===== src/icache_ctrl_regs.sv =====
/* icache control registers */

`timescale 1ns/10ps
`default_nettype none

module icache_ctrl_regs (
  input  wire logic        clk,
  input  wire logic        reset,
  input  wire logic        reg_write,
  input  wire logic [1:0]  reg_addr,
  input  wire logic [31:0] reg_wdata,
  input  wire logic        hit_event,   // one per hit cycle
  input  wire logic        miss_event,  // one per accepted l1 request
  output logic      [31:0] reg_rdata,
  output logic             enable,
  output logic             flush_pulse
);

  localparam logic [1:0] ADDR_CTRL = 2'd0;
  localparam logic [1:0] ADDR_HITS = 2'd1;
  localparam logic [1:0] ADDR_MISS = 2'd2;

  logic [31:0] hit_count;
  logic [31:0] miss_count;

  always_ff @(posedge clk) begin
    if (reset) begin
      enable      <= 1'b1;  // cache on out of reset
      flush_pulse <= 1'b0;
    end else begin
      // flush bit never sticks, one cycle only
      flush_pulse <= reg_write && (reg_addr == ADDR_CTRL) && reg_wdata[1];
      if (reg_write && (reg_addr == ADDR_CTRL)) begin
        enable <= reg_wdata[0];
      end
    end
  end

  // any write clears a counter, otherwise count events
  always_ff @(posedge clk) begin
    if (reset) begin
      hit_count  <= '0;
      miss_count <= '0;
    end else begin
      if (reg_write && (reg_addr == ADDR_HITS)) begin
        hit_count <= '0;
      end else if (hit_event) begin
        hit_count <= hit_count + 1'b1;
      end
      if (reg_write && (reg_addr == ADDR_MISS)) begin
        miss_count <= '0;
      end else if (miss_event) begin
        miss_count <= miss_count + 1'b1;
      end
    end
  end

  // read mux
  always_comb begin
    case (reg_addr)
      ADDR_CTRL: reg_rdata = {30'd0, 1'b0, enable};  // flush reads 0
      ADDR_HITS: reg_rdata = hit_count;
      ADDR_MISS: reg_rdata = miss_count;
      default:   reg_rdata = '0;
    endcase
  end

endmodule

`default_nettype wire


===== config.mk =====
export PLATFORM = sky130hd
export DESIGN_NAME = icache_ctrl_regs
export DESIGN_NICKNAME = d
export VERILOG_FILES = /design/src/icache_ctrl_regs.sv
export SDC_FILE = /design/constraint.sdc
export NUM_CORES = 1
export LEC_CHECK = 0
export ABC_AREA = 1
export BUFFER_PORTS_ARGS = -buffer_cell sky130_fd_sc_hd__buf_4
export CELL_PAD_IN_SITES_DETAIL_PLACEMENT = 1
export CELL_PAD_IN_SITES_GLOBAL_PLACEMENT = 1
export CORE_MARGIN = 4
export CORE_UTILIZATION = 39
export CTS_BUF_LIST = sky130_fd_sc_hd__clkbuf_16
export DETAILED_ROUTE_END_ITERATION = 12
export PLACE_DENSITY = 0.88
export SLEW_MARGIN = 20
export SYNTH_ARGS = -nofsm -noshare
export SYNTH_HDL_FRONTEND = slang
export SYNTH_SLANG_ARGS = --single-unit

===== constraint.sdc =====
create_clock -name clk -period 1.9 [get_ports clk]
set_input_delay 0.57 -clock clk [delete_from_list [all_inputs] [get_ports clk]]
set_output_delay 0.57 -clock clk [all_outputs]
set_load 0.005 [all_outputs]

==> flow_summary.json, run 1 <==
{
  "yosysTopAreaCellShare_pct": 32.8,
  "min_from": "reg_wdata[0]",
  "cp_data_arrival_time_ns": 1.31,
  "ant_nets": 0,
  "finClkSkew_ns": 0.00572,
  "port_buffers": 42,
  "gr-total-overflow": 0,
  "synth_top_area_cell": "dfxtp_1",
  "dr.first_iter.drc_count": 230,
  "gp_congestion": 0.873,
  "synth_compound_area_share_pct": 10.1,
  "synth.avg_cell_area_um2": 6.14,
  "reg2regPathDepth": 8,
  "ys_types": 30,
  "placed_cells_incl_taps": 834,
  "synthAdderAreaFrac_pct": 0.621,
  "initial_utilization_pct": 40.7,
  "setup_viol": 0,
  "tns_ns": 0,
  "via_per_inst": 5.41,
  "path_clk_slew_ns": 0.05,
  "boundaryPins": 73,
  "ys_warn_count": 0,
  "dp_slack_ns": -0.110,
  "cts_sinks": 66,
  "regArea_mm2": 0.00132,
  "slew_violations": 0,
  "seqPwrFrac_pct": 45.6,
  "cellPowerDensity_mw_per_mm2": 619,
  "dieWidth_um": 110,
  "layout.nets": 753,
  "period_needed_ns": 1.88,
  "num_antenna_cells": 0,
  "coreArea_mm2": 0.00991,
  "num_vias": 4588,
  "antenna_found_initial": 0,
  "hold_depth": 3,
  "fmax_mhz": 532,
  "switching_share_pct": 24.4,
  "final_cell_mix": "nand2_1, nor2_1, inv_1",
  "dr.pass1.iters": 5,
  "synth-simple-area-share_pct": 44.2,
  "slew_headroom_pct": 70.3,
  "power_frac_comb_pct": 6.8,
  "place_area_mm2": 0.00458,
  "synthesis.nets": 698,
  "area_growth_pct": 23.3,
  "grt.total_usage_pct": 26.2,
  "synth-seq-cells": 66,
  "fin_cells": 848,
  "routed_wl_mm": 14.9,
  "synth_area_leaders": "dfxtp_1, nand2_1, nor2_1, nand3_1, inv_1",
  "dieArea_mm2": 0.0120,
  "setup.worst_path.class": "in2out",
  "synth.area.mux_share_pct": 0,
  "end_kind": "output pin",
  "cts_setup_buffers": 0,
  "drive_gt1_share_pct": 17.9,
  "numCtsBuffers": 9,
  "wl_per_cell_um": 17.6,
  "min_path_type": "in2reg",
  "cts_tree": "built",
  "worst_pin_slew_ns": 0.444,
  "period_share_pct": 98.9,
  "grt_pass1_wl_mm": 24.4,
  "drv_cap": 0,
  "grt_max_degree": 23,
  "postSynthCellCount": 657,
  "rows": 36,
  "status": "complete, no violations",
  "p_leak_nw": 1.94,
  "clkPwrFrac_pct": 47.6,
  "cts-root-buf": "clkbuf_16",
  "timing.final.ws_setup_ns": 0.0218,
  "final_common_cell": "nand2_1",
  "hold_viol": 0,
  "reg2reg_from": "hit_count[1]",
  "synth_top_family_by_area": "simple AND/OR/NAND/NOR gates",
  "critical_path.max_fanout": 6,
  "place_hpwl_mm": 10.9,
  "cp.required_ns": 1.33,
  "multi_input_area_mm2": 0.00239,
  "nFillCells": 1352,
  "synth_area_mm2": 0.00403,
  "peakVddDrop_mv": 0.383,
  "final_area_mm2": 0.00497,
  "clockBufferDepth": 2,
  "switchingPower_w": 0.000752,
  "startpoint": "reg_addr[0]",
  "die_height_um": 110,
  "ys_seq_area_share_pct": 32.8,
  "synth_xor_area_share_pct": 1.74,
  "grt_pass1_vias": 4972,
  "drc_errors": 0,
  "h-tree-depth": 3,
  "critPathLaunchType": "input pin",
  "clock_latency_ns": 0.33,
  "p_int_w": 0.00233
}
==> power groups by stage <==
| stage | logic, W | clock network (W) | registers, W |
|---|---|---|---|
| after floorplan | 0.000104 | 0 | 0.00143 |
| after global placement | 0.000176 | 0 | 0.00143 |
| after detailed placement | 0.000184 | 0 | 0.00143 |
| after CTS | 0.000198 | 0.00147 | 0.00140 |
| after global routing | 0.000228 | 0.00154 | 0.00140 |
| final | 0.000209 | 0.00147 | 0.00140 |
==> worst max-delay path: stages <==
cell and delay, ns:
buf_6 0.10, buf_4 0.11, nand2_4 0.06, buf_8 0.14, o22ai_4 0.20, buf_6 0.12
==> state kept, by name (all words and copies together) (netlist names) <==
| name | flops |
|---|---|
| hit_count | 32 |
| miss_count | 32 |
| enable | 1 |
| flush_pulse | 1 |
==> final cells by class <==
type	instances	share of cell area (%)
multi-input cells	483	48.0
flip-flops and latches	66	26.6
inverters	95	7.27
repair buffers	57	9.72
clock inverters	5	0.503
well taps	133	3.35
clock buffers	9	4.53
==> logic make-up (layout without fill, tap and decap cells) <==
| family | count (synthesis) | count (layout) |
|---|---|---|
| buf+inv | 108 | 166 |
| compound gates | 75 | 75 |
| simple gates | 398 | 398 |
| xor+xnor | 8 | 8 |
| fa+ha+maj | 2 | 2 |
| flops | 66 | 66 |
==> worst paths after layout <==
check,to,slack (ns)
max,reg_rdata[21],0.02
min,enable,0.48
max reg2reg,hit_count[8],0.24
min reg2reg,miss_count[0],0.52
==> synth_stat cells (all sizes together) <==
master,n
a21oi,33
and2,3
buf,7
clkbuf,6
dfxtp,66
ha,2
inv,95
nand2,161
nand3,74
nand3b,1
nand4,10
nor2,141
nor3,8
o21a,4
o21ai,25
o221ai,1
o22ai,12
xnor2,3
xor2,5
==> per-layer routing <==
metal / share of wire (%) / vias to the layer above / track usage (%) / wire [um]
met5: 0 / - / 0 / 0
met4: 3.5 / 0 / 13.1 / 522
met3: 3.3 / 50 / 3.41 / 488
met2: 53 / 97 / 48.6 / 7990
met1: 40 / 2256 / 29.0 / 5940
li1: - / 2185 / - / -
==> stage by stage <==
step           hold WS (ns)  util [%]  total power (W)
6_report              0.479      50.2          0.00308
5_1_grt               0.512      50.2          0.00318
4_1_cts               0.463      49.4          0.00307
3_5_place_dp          0.515      46.3          0.00162
3_3_place_gp          0.467      46.3          0.00161
2_1_floorplan         0.444         -          0.00153
==> what timing repair did <==
| item | in CTS | in global routing |
|---|---|---|
| resized for setup | 22 | 17 |
| cloned | 0 | 0 |
| setup endpoints to repair | 22 | 29 |
| pin swaps | 0 | 2 |
| hold buffers | 0 | 0 |
No activity file was read; power rests on OpenSTA's default activity.
==> run 2, diff against run 1 <==
==> constraint.sdc (replaced) <==
create_clock -name clk -period 1.8 [get_ports clk]
set_input_delay 0.54 -clock clk [delete_from_list [all_inputs] [get_ports clk]]
set_output_delay 0.54 -clock clk [all_outputs]
set_load 0.005 [all_outputs]
==> run 2 against run 1 <==
Against the previous run:
- the flow now finishes with violations (negative setup slack)
- clock skew is essentially flat
- die area did not move
- design area is 2.5% higher
- count of clock-buffer cells in the layout unchanged
- final cell count is 0.24% higher
==> flow_summary.json, run 2 (synthesis results as in run 1) <==
{
  "status": "complete, but fails checks",
  "violations": "negative setup slack",
  "dieArea_mm2": 0.0120,
  "nFillCells": 1337,
  "drc_errors": 0,
  "antenna_found_initial": 0,
  "area_growth_pct": 26.4,
  "setup_viol": 4,
  "h-tree-depth": 3,
  "critPathLaunchType": "input pin",
  "grt_most_used_layer": "met2",
  "cp.required_ns": 1.26,
  "cellPowerDensity_mw_per_mm2": 641,
  "p_leak_nw": 1.97,
  "gr-total-overflow": 0,
  "ant_nets": 0,
  "tns_ns": -0.0958,
  "fmax_mhz": 536,
  "gp_congestion": 0.878,
  "final_cell_mix": "nand2_1, nor2_1, inv_1",
  "path_clk_slew_ns": 0.05,
  "rows": 36,
  "drive_gt1_share_pct": 18.5,
  "num_antenna_cells": 0,
  "critical_path.max_fanout": 7,
  "via_per_inst": 5.60,
  "cts_hold_buf": 0,
  "layout.nets": 757,
  "dieWidth_um": 110,
  "period_share_pct": 104,
  "finClkSkew_ns": 0.00540,
  "grt_pass1_vias": 4840,
  "grt_pass1_wl_mm": 23.8,
  "dr.pass1.iters": 4,
  "cpMaxStageDelayCell": "buf_4",
  "slowest_delay_ns": 0.16,
  "multi_input_area_mm2": 0.00244,
  "rsz0062_at_grt": "yes",
  "regArea_mm2": 0.00132,
  "grt.total_usage_pct": 25.6,
  "clock_latency_ns": 0.34,
  "coreArea_mm2": 0.00991,
  "rrSetupSlack_ns": 0.11,
  "min_path_type": "in2reg",
  "peakVddDrop_mv": 0.376,
  "setup.worst_path.class": "in2out",
  "die_height_um": 110,
  "routed_wl_mm": 16.5,
  "cp_cell_sequence": "buf_6, inv_8, buf_4, nand3_1, o221ai_2, buf_4",
  "cts_tree": "built",
  "timing.final.ws_setup_ns": -0.0655,
  "slew_headroom_pct": 73.9,
  "wl_per_cell_um": 19.4,
  "cts_sinks": 66,
  "drv_cap": 0,
  "grtUsageMet1_pct": 29.1,
  "final_common_cell": "nand2_1",
  "cts-root-buf": "clkbuf_16",
  "cp_data_arrival_time_ns": 1.33,
  "grt_use_met3_pct": 4.35,
  "grt_util_met2_pct": 47.5,
  "hold_ws_ns": 0.449,
  "boundaryPins": 73,
  "largestRegisters": "hit_count (32), miss_count (32)",
  "period_needed_ns": 1.87,
  "end_kind": "output pin",
  "place_hpwl_mm": 10.9,
  "initial_utilization_pct": 40.7,
  "numCtsBuffers": 9,
  "slew_violations": 0,
  "grt_max_degree": 23,
  "hold_viol": 0,
  "cp_common_cell": "buf_4",
  "clockBufferDepth": 2,
  "num_vias": 4758,
  "worst_pin_slew_ns": 0.390,
  "dp_slack_ns": -0.138,
  "port_buffers": 42,
  "dr.first_iter.drc_count": 266
}
-- run 2: cell types whose count changed in the layout (fill, tap and decap cells not counted), moves of 3 or more --
cell and change:
o22ai_2 -3, o22ai_4 +3, o21ai_0 -3, o21ai_2 +3
-- run 2: timing repair --
| action | 4_1_cts | 5_1_grt |
|---|---|---|
| cloned | 0 | 1 |
| setup buffers | 0 | 1 |
| resized for setup | 30 | 32 |
| setup endpoints to repair | 25 | 24 |
| pin swaps | 2 | 3 |
-- run 2: path summary, 6_finish.rpt --
| check | from | endpoint | cells after the start |
|---|---|---|---|
| setup / recovery | reg_addr[1] | reg_rdata[0] | 6 |
| hold / removal | reg_wdata[0] | enable | 3 |
| setup reg to reg | hit_count[4] | hit_count[15] | 9 |
| hold reg to reg | hit_count[13] | hit_count[13] | 1 |
-- run 2: per-layer routing --
| layer | vias to the layer above | wire length, um |
|---|---|---|
| met5 | - | 0 |
| met4 | 0 | 619 |
| met3 | 49 | 657 |
| met2 | 151 | 8710 |
| met1 | 2363 | 6510 |
| li1 | 2195 | - |
-- run 2: per-stage QoR --
stage | instances | util, % | cell area [um2] | power (W)
2_1_floorplan | 657 | - | 4030 | 0.00162
3_3_place_gp | 836 | 46.4 | 4600 | 0.00170
3_5_place_dp | 836 | 46.4 | 4600 | 0.00171
4_1_cts | 848 | 49.9 | 4950 | 0.00321
5_1_grt | 850 | 51.4 | 5100 | 0.00335
6_report | 850 | 51.4 | 5100 | 0.00327
-- run 2: layout make-up --
class | count | share of cell area, %
Clock buffer | 9 | 4.42
Clock inverter | 3 | 0.221
Inverter | 95 | 7.24
Multi-Input combinational cell | 483 | 47.9
Sequential cell | 66 | 25.9
Tap cell | 133 | 3.26
Timing Repair Buffer | 61 | 11.0
-- run 2: power breakdown --
group / switching (W) / internal, W / total [W]
logic: 0.000159 / 0.000103 / 0.000262
registers: 0.00000961 / 0.00147 / 0.00148
clock network: 0.000642 / 0.000886 / 0.00153
-- run 2: critical path: cells and delay by family --
| kind | cells | cell delay, ns |
|---|---|---|
| AOI/OAI and AO/OA | 1 | 0.13 |
| and+or+nand+nor | 1 | 0.14 |
| buffers and inverters | 4 | 0.49 |
