$ cat config.mk
export PLATFORM = sky130hd
export DESIGN_NAME = l0_instruction_cache_flat
export DESIGN_NICKNAME = d
export VERILOG_FILES = /design/src/icache_pkg.sv /design/src/l1_fill_if.sv /design/src/l0_instruction_cache.sv /design/src/flat_wrapper.sv
export VERILOG_INCLUDE_DIRS = /design/src
export SDC_FILE = /design/constraint.sdc
export NUM_CORES = 2
export LEC_CHECK = 0
export ABC_AREA = 1
export BUFFER_PORTS_ARGS = -buffer_cell sky130_fd_sc_hd__buf_2
export CAP_MARGIN = 30
export CORE_ASPECT_RATIO = 0.6
export CORE_MARGIN = 4
export CORE_UTILIZATION = 45
export CTS_CLUSTER_SIZE = 10
export DETAILED_ROUTE_END_ITERATION = 7
export HOLD_SLACK_MARGIN = 0.1
export SLEW_MARGIN = 20
export SYNTH_ARGS = -nofsm -noshare
export SYNTH_HDL_FRONTEND = slang
export SYNTH_MEMORY_MAX_BITS = 65536
export SYNTH_SLANG_ARGS = --single-unit
export TNS_END_PERCENT = 5
$ cat constraint.sdc
create_clock -name clk -period 37.6 [get_ports clk]
set_input_delay 5.64 -clock clk [delete_from_list [all_inputs] [get_ports clk]]
set_output_delay 5.64 -clock clk [all_outputs]
set_load 0.02 [all_outputs]
$ cat src/icache_macros.svh
/* icache geometry and l1 timing */

`ifndef ICACHE_MACROS_SVH
`define ICACHE_MACROS_SVH

// l0 geometry, sets must stay a power of two
`define ICACHE_SETS        8
`define ICACHE_LINE_BYTES  64
`define ICACHE_PC_BITS     32

// derived field widths of a fetch pc
`define ICACHE_OFFSET_BITS $clog2(`ICACHE_LINE_BYTES)
`define ICACHE_INDEX_BITS  $clog2(`ICACHE_SETS)
`define ICACHE_TAG_BITS    (`ICACHE_PC_BITS - `ICACHE_INDEX_BITS - `ICACHE_OFFSET_BITS)

// backing store
`define L1_LINES           64
`define L1_LATENCY         3   // acceptance edge to fill pulse, 2 or more

`endif
$ cat src/icache_pkg.sv
/* icache types */

`default_nettype none

`include "icache_macros.svh"

package icache_pkg;

  // one full instruction line
  typedef logic [`ICACHE_LINE_BYTES*8-1:0] cache_line_t;

  // pc split for lookup, msb first
  typedef struct packed {
    logic [`ICACHE_TAG_BITS-1:0]    tag;
    logic [`ICACHE_INDEX_BITS-1:0]  index;
    logic [`ICACHE_OFFSET_BITS-1:0] offset;  // byte within line
  } fetch_addr_fields_t;

  // same word seen as a raw pc or as its fields
  typedef union packed {
    logic [`ICACHE_PC_BITS-1:0] raw;
    fetch_addr_fields_t         fields;
  } fetch_addr_u;

  typedef struct packed {
    logic                        valid;
    logic [`ICACHE_TAG_BITS-1:0] tag;
  } tag_entry_t;

  // pc without the offset bits, what l1 is addressed with
  typedef logic [`ICACHE_PC_BITS-`ICACHE_OFFSET_BITS-1:0] line_addr_t;

endpackage

`default_nettype wire

$ cat src/l1_fill_if.sv
/* l0 to l1 fill bus */

`timescale 1ns/10ps
`default_nettype none

interface l1_fill_if;
  import icache_pkg::*;

  logic        req;         // miss request, held as a level
  line_addr_t  req_addr;    // line the cache wants
  logic        l1_ready;    // store idle, takes req on this edge
  logic        fill_valid;  // single cycle
  cache_line_t fill_data;   // only meaningful with fill_valid

  // cache side asks and receives
  modport cache (
    output req, req_addr,
    input  l1_ready, fill_valid, fill_data
  );

  // store side answers
  modport store (
    input  req, req_addr,
    output l1_ready, fill_valid, fill_data
  );

endinterface

`default_nettype wire

$ cat src/l0_instruction_cache.sv
/* L0 instruction cache, direct mapped */

`timescale 1ns/10ps
`default_nettype none

`include "icache_macros.svh"

module l0_instruction_cache (
  input  wire logic                    clk,
  input  wire logic                    reset,
  input  wire logic                    fetch_valid,  // pc is a real fetch
  input  wire icache_pkg::fetch_addr_u pc,
  input  wire logic                    enable,       // low: bypass, no hits, no allocate
  input  wire logic                    flush_pulse,  // drop every tag
  output icache_pkg::cache_line_t      cache_line,
  output logic                         cache_hit,
  output logic                         line_valid,   // cache_line usable this cycle
  output logic                         hit_event,
  output logic                         miss_event,
  l1_fill_if.cache                     l1
);
  import icache_pkg::*;

  localparam int SETS     = `ICACHE_SETS;
  localparam int OFF_BITS = `ICACHE_OFFSET_BITS;

  tag_entry_t  tag_array  [SETS];
  cache_line_t data_array [SETS];

  logic        req_held;       // raised while l1 was busy, not yet taken
  logic        pend_valid;     // taken by l1, fill still to come
  line_addr_t  pend_addr;      // line of the held or pending request
  fetch_addr_u fill_pc;        // pend_addr seen as a pc for set and tag
  line_addr_t  cur_line_addr;
  logic        lookup_hit;
  logic        fill_match;     // fill belongs to the line being fetched
  logic        fill_write;
  logic        accept;

  assign cur_line_addr = {pc.fields.tag, pc.fields.index};

  always_comb begin
    fill_pc.raw = {pend_addr, {OFF_BITS{1'b0}}};
  end

  // tag compare at pc's set
  assign lookup_hit = tag_array[pc.fields.index].valid &&
                      (tag_array[pc.fields.index].tag == pc.fields.tag);
  assign cache_hit  = fetch_valid && enable && lookup_hit;  // disable hides hits

  assign fill_match = l1.fill_valid && pend_valid && (pend_addr == cur_line_addr);
  assign line_valid = cache_hit || (fetch_valid && fill_match);

  // fill data is forwarded straight through in the fill cycle
  always_comb begin
    if (fill_match) begin
      cache_line = l1.fill_data;
    end else if (cache_hit) begin
      cache_line = data_array[pc.fields.index];
    end else begin
      cache_line = '0;
    end
  end

  // one request in flight at most
  assign l1.req      = req_held || (fetch_valid && !cache_hit && !pend_valid);
  assign l1.req_addr = req_held ? pend_addr : cur_line_addr;  // held address stays put
  assign accept      = l1.req && l1.l1_ready;

  assign hit_event  = cache_hit;
  assign miss_event = accept;  // counted once per accepted request

  assign fill_write = l1.fill_valid && pend_valid && enable;

  always_ff @(posedge clk) begin
    if (reset) begin
      req_held   <= 1'b0;
      pend_valid <= 1'b0;
    end else begin
      if (accept) begin
        req_held   <= 1'b0;
        pend_valid <= 1'b1;
      end else if (l1.req) begin
        req_held <= 1'b1;  // store busy, keep asking for the same line
      end
      if (l1.fill_valid) begin
        pend_valid <= 1'b0;
      end
    end
  end

  // request address, captured whenever a request is up
  always_ff @(posedge clk) begin
    if (l1.req) begin
      pend_addr <= l1.req_addr;
    end
  end

  // tags; flush wins over a fill landing on the same edge
  always_ff @(posedge clk) begin
    if (reset || flush_pulse) begin
      for (int s = 0; s < SETS; s++) begin
        tag_array[s] <= '0;
      end
    end else if (fill_write) begin
      tag_array[fill_pc.fields.index] <= '{valid: 1'b1, tag: fill_pc.fields.tag};
    end
  end

  always_ff @(posedge clk) begin
    if (fill_write) begin
      data_array[fill_pc.fields.index] <= l1.fill_data;  // requested set, not pc's set
    end
  end

endmodule

`default_nettype wire

$ cat src/flat_wrapper.sv
// flat-port wrapper written by rule: the top's interface ports become plain ports
module l0_instruction_cache_flat import icache_pkg::*;
  (clk, reset, fetch_valid, pc, enable, flush_pulse, cache_line, cache_hit, line_valid, hit_event, miss_event, l1_req, l1_req_addr, l1_l1_ready, l1_fill_valid, l1_fill_data);
  l1_fill_if l1_i ();
  input  wire logic clk;
  input  wire logic reset;
  input  wire logic fetch_valid;
  input  wire icache_pkg::fetch_addr_u pc;
  input  wire logic enable;
  input  wire logic flush_pulse;
  output icache_pkg::cache_line_t cache_line;
  output logic cache_hit;
  output logic line_valid;
  output logic hit_event;
  output logic miss_event;
  output wire logic [$bits(l1_i.req)-1:0] l1_req;
  output wire logic [$bits(l1_i.req_addr)-1:0] l1_req_addr;
  input wire logic [$bits(l1_i.l1_ready)-1:0] l1_l1_ready;
  input wire logic [$bits(l1_i.fill_valid)-1:0] l1_fill_valid;
  input wire logic [$bits(l1_i.fill_data)-1:0] l1_fill_data;
  assign l1_req = l1_i.req;
  assign l1_req_addr = l1_i.req_addr;
  assign l1_i.l1_ready = l1_l1_ready;
  assign l1_i.fill_valid = l1_fill_valid;
  assign l1_i.fill_data = l1_fill_data;
  l0_instruction_cache u_core (.clk(clk), .reset(reset), .fetch_valid(fetch_valid), .pc(pc), .enable(enable), .flush_pulse(flush_pulse), .cache_line(cache_line), .cache_hit(cache_hit), .line_valid(line_valid), .hit_event(hit_event), .miss_event(miss_event), .l1(l1_i));
endmodule
==> Flow_metrics.wiki <==
{| class="wikitable"
! Metric !! Value
|-
| Pre-CTS WS || 18470 ps
|-
| Commonest register cell after synthesis || sky130_fd_sc_hd__edfxtp_1
|-
| Static leakage || 0.0698 µW
|-
| Via count || 113000
|-
| Maximum cell stage delay along the critical path || 840 ps
|-
| Initial antenna violation count || 194
|-
| GRT Resource Usage Total || 0.239
|-
| Share of the synthesized area in the top cell type || 0.740
|-
| Hold Fails Final Rpt || 0
|-
| Vias in the first global route || 105000
|-
| Endpoint kind of the worst setup timing path || output port
|-
| Total congestion overflow || 0
|-
| Slew Limit Fails || 0
|-
| Maximum clock skew at final layout || 92.2 ps
|-
| Syn nets || 14100
|-
| Library cell with the largest summed area after synthesis || sky130_fd_sc_hd__edfxtp_1
|-
| Number of instances in the synthesized netlist || 13500
|-
| Antenna Violating Nets Remaining || 0
|-
| Clock tree from TritonCTS || yes
|-
| Class of the tightest hold or removal check || flip-flop to flip-flop
|-
| Category of the worst setup path launch point || primary input
|-
| Chip Width || 812 µm
|-
| Largest buffer count on any clock path || 4
|-
| Synth async-reset ratio || 0
|-
| Met3 Routed Length || 36300 µm
|-
| Post-layout instance count excluding filler cells || 19600
|-
| Clock-pin slew of the registers on the worst-case setup and hold paths || 60 ps
|-
| Fin crit share || 0.507
|-
| Relative slew slack || 0.0275
|-
| Drt pass-1 iters || 6
|-
| Synth unique cells || 32
|-
| Final worst-path setup slack || 18540 ps
|-
| Crit-path most repeated cell || sky130_fd_sc_hd__nand2_1
|-
| Number of remaining DRC errors || 0
|-
| Global-route wire length before repair || 727000 µm
|-
| Setup repair after global routing missed its margin || false
|-
| Cell count after placement || 19000
|-
| Number of synthesized flops with an enable pin || 4306
|-
| Top Layer Used || met5
|-
| Synth Warn # || 0
|-
| Final worst hold slack || 454 ps
|-
| Area added between synthesis and finish || 13.0%
|-
| Seq/Total Area, Yosys || 0.742
|-
| Buffers added on ports || 1087
|-
| Die height || 491 µm
|-
| Ratio of cells with drive above 1 in the final layout || 0.127
|-
| Number of setup buffers added after CTS || 0
|-
| Synthesized area divided by synthesized cell count || 12.9 µm²
|-
| Count of pins on the block boundary || 1094
|-
| Synthesis-stage register bit count || 4316
|-
| Clock root buffer || sky130_fd_sc_hd__clkbuf_16
|-
| Insertion delay of the later-clocked pin in the worst-skew pair || 950 ps
|-
| Routed wire length on met2 || 225000 µm
|-
| Routability congestion estimate || 0.852
|-
| Final period demand of the worst path || 19060 ps
|-
| Routed WL per cell || 25.2 µm
|-
| Cell class contributing the biggest share of worst-path delay || buffers and inverters
|-
| HPWL Detailed || 271000 µm
|-
| Max capacitance violation total || 0
|-
| Max Clock Freq || 0.0525 GHz
|-
| Die area || 398000 µm²
|-
| List of cells traversed by the critical path || buf_12 > inv_8 > buf_4 > buf_16 > buf_4 > buf_12 > buf_16 > nand2_1 > nand3_1 > nand2_1 > nand2_1 > nand2_1 > nand2_1 > nand2_1 > nor2_1 > nand2_1 > nor2_1 > nand3_1 > inv_16 > buf_4 > buf_4 > o2111ai_1 > nand2_1 > buf_2
|-
| Number of CTS-inserted buffers || 476
|-
| Cell area after synthesis || 175000 µm²
|-
| Largest cells by area after synthesis || sky130_fd_sc_hd__edfxtp_1, sky130_fd_sc_hd__nand2_1, sky130_fd_sc_hd__a21oi_1
|-
| Setup-violating endpoint count in the final report || 0
|-
| Top fanout value on the critical path || 165
|-
| Number of buffer and inverter instances along the worst setup path || 11
|-
| Max stage delay cell, worst path || sky130_fd_sc_hd__buf_4
|-
| Final Util || 0.513
|-
| VDD IR max || 0.0000423 V
|-
| Sum Neg Setup Slack || 0 ps
|-
| Final nets || 14800
|-
| Category of the most critical setup path || primary input to output port
|-
| Least-Margin Pin Slew || 1460 ps
|-
| Total routed wire length on the met1 layer || 216000 µm
|-
| Power density relative to cell area || 49.8 nW/µm²
|-
| Initial Utilization || 0.454
|-
| Result of the run || complete, no violations
|-
| Core outline area || 385000 µm²
|-
| Clock net sink count || 4316
|-
| Std-Cell Rows || 176
|-
| Pin count of the biggest net entering global routing || 255
|-
| Required time worst endpoint || 31960 ps
|-
| Iter 0 DRT Violations || 12600
|-
| CTS-repair resized insts || 0
|-
| Total wire length || 494000 µm
|-
| Via density per instance || 5.77
|-
| Number of H-tree branching levels || 5
|-
| CTS Hold Buffers Added || 0
|-
| Arrival @ worst endpoint || 13420 ps
|}
## cell families (layout without fill, tap and decap cells)
| family | count (synthesis) | after routing | synth area share |
|---|---|---|---|
| simple gates | 5370 | 5370 | 0.117 |
| xor+xnor | 6 | 6 | 0.000301 |
| flops | 4316 | 4316 | 0.742 |
| buf+inv | 1238 | 2051 | 0.0298 |
| other cells | 0 | 78 | 0 |
| compound gates | 2611 | 2611 | 0.112 |
## per-stage QoR
| stage | total power [µW] | cell area, µm² |
|---|---|---|
| floorplan | 5700 | 175000 |
| CTS | 9890 | 197000 |
| finish | 9820 | 197000 |
| global route | 10200 | 197000 |
| detailed placement | 5880 | 184000 |
| global placement | 5870 | 184000 |
## area by class of cell
cell class	count	area, µm²
multi-input cells	7987	40000
clock buffers	519	12200
clock inverters	25	460
inverters	210	835
diodes	78	195
fillers	32900	187000
well taps	5162	6460
flip-flops and latches	4316	130000
repair buffers	1297	7760
## power breakdown
part	switching (µW)	internal, µW
logic	333	133
clock network	1770	2270
registers	6.90	5310
## flip-flops by register name, summed over array words and instances, names as in the netlist
name and count:
u_core.pend_valid 1, u_core.pend_addr 26, u_core.tag_array 192, u_core.req_held 1, u_core.data_array 4096
## synthesized netlist by cell type, types with 3 or more instances
cell / n
sky130_fd_sc_hd__nand2_1: 4992
sky130_fd_sc_hd__edfxtp_1: 4306
sky130_fd_sc_hd__a21oi_1: 1029
sky130_fd_sc_hd__clkbuf_1: 760
sky130_fd_sc_hd__a32o_1: 512
sky130_fd_sc_hd__a32oi_1: 512
sky130_fd_sc_hd__o2111ai_1: 512
sky130_fd_sc_hd__nor2_1: 228
sky130_fd_sc_hd__inv_1: 189
sky130_fd_sc_hd__nand3_1: 141
sky130_fd_sc_hd__buf_2: 132
sky130_fd_sc_hd__buf_1: 77
sky130_fd_sc_hd__buf_6: 45
sky130_fd_sc_hd__o21ai_0: 28
sky130_fd_sc_hd__clkinv_1: 16
sky130_fd_sc_hd__buf_4: 14
sky130_fd_sc_hd__dfxtp_1: 10
sky130_fd_sc_hd__o22ai_1: 9
sky130_fd_sc_hd__a221oi_1: 5
sky130_fd_sc_hd__inv_2: 4
sky130_fd_sc_hd__xor2_1: 4
sky130_fd_sc_hd__o21ai_1: 3
## per-layer routing
layer / GRT usage / up-vias
met3: 0.0401 / 907
met1: 0.351 / 55900
met5: 0 / -
met2: 0.366 / 4652
li1: - / 51600
met4: 0.0785 / 54
## layout by cell type (no fill, tap or decap), drive strengths merged
cell type  count
a21oi       1029
xor2           4
nor4           2
o21ai         31
a32oi        512
nand2       4992
nand3        141
o22ai          9
nand4          2
inv          201
clkinv        31
or2            2
a32o         512
nand3b         1
o2111ai      512
nor2         228
buf         1297
xnor2          2
and3           1
dfxtp         10
bufinv         2
clkinvlp       1
nor3b          1
a221oi         5
o211ai         1
diode         78
clkbuf       519
edfxtp      4306
## worst paths after layout
| check | slack, ps | endpoint | cells after the start | from |
|---|---|---|---|---|
| setup / recovery | 18540 | cache_line[458] | 24 | pc[6] |
| setup reg to reg | 32130 | u_core.data_array[2][373] | 10 | u_core.pend_valid |
| hold reg to reg | 450 | u_core.tag_array[3][23] | 2 | u_core.tag_array[3][23] |
| hold / removal | 450 | u_core.tag_array[3][23] | 2 | u_core.tag_array[3][23] |
## worst register-to-register path, delay by kind of cell (launching register included)
kind                   cells  cell delay (ps)
DFF                        1              490
buffers and inverters      7             4050
and+or+nand+nor            3              420
Power figures use the tool's default switching activity.
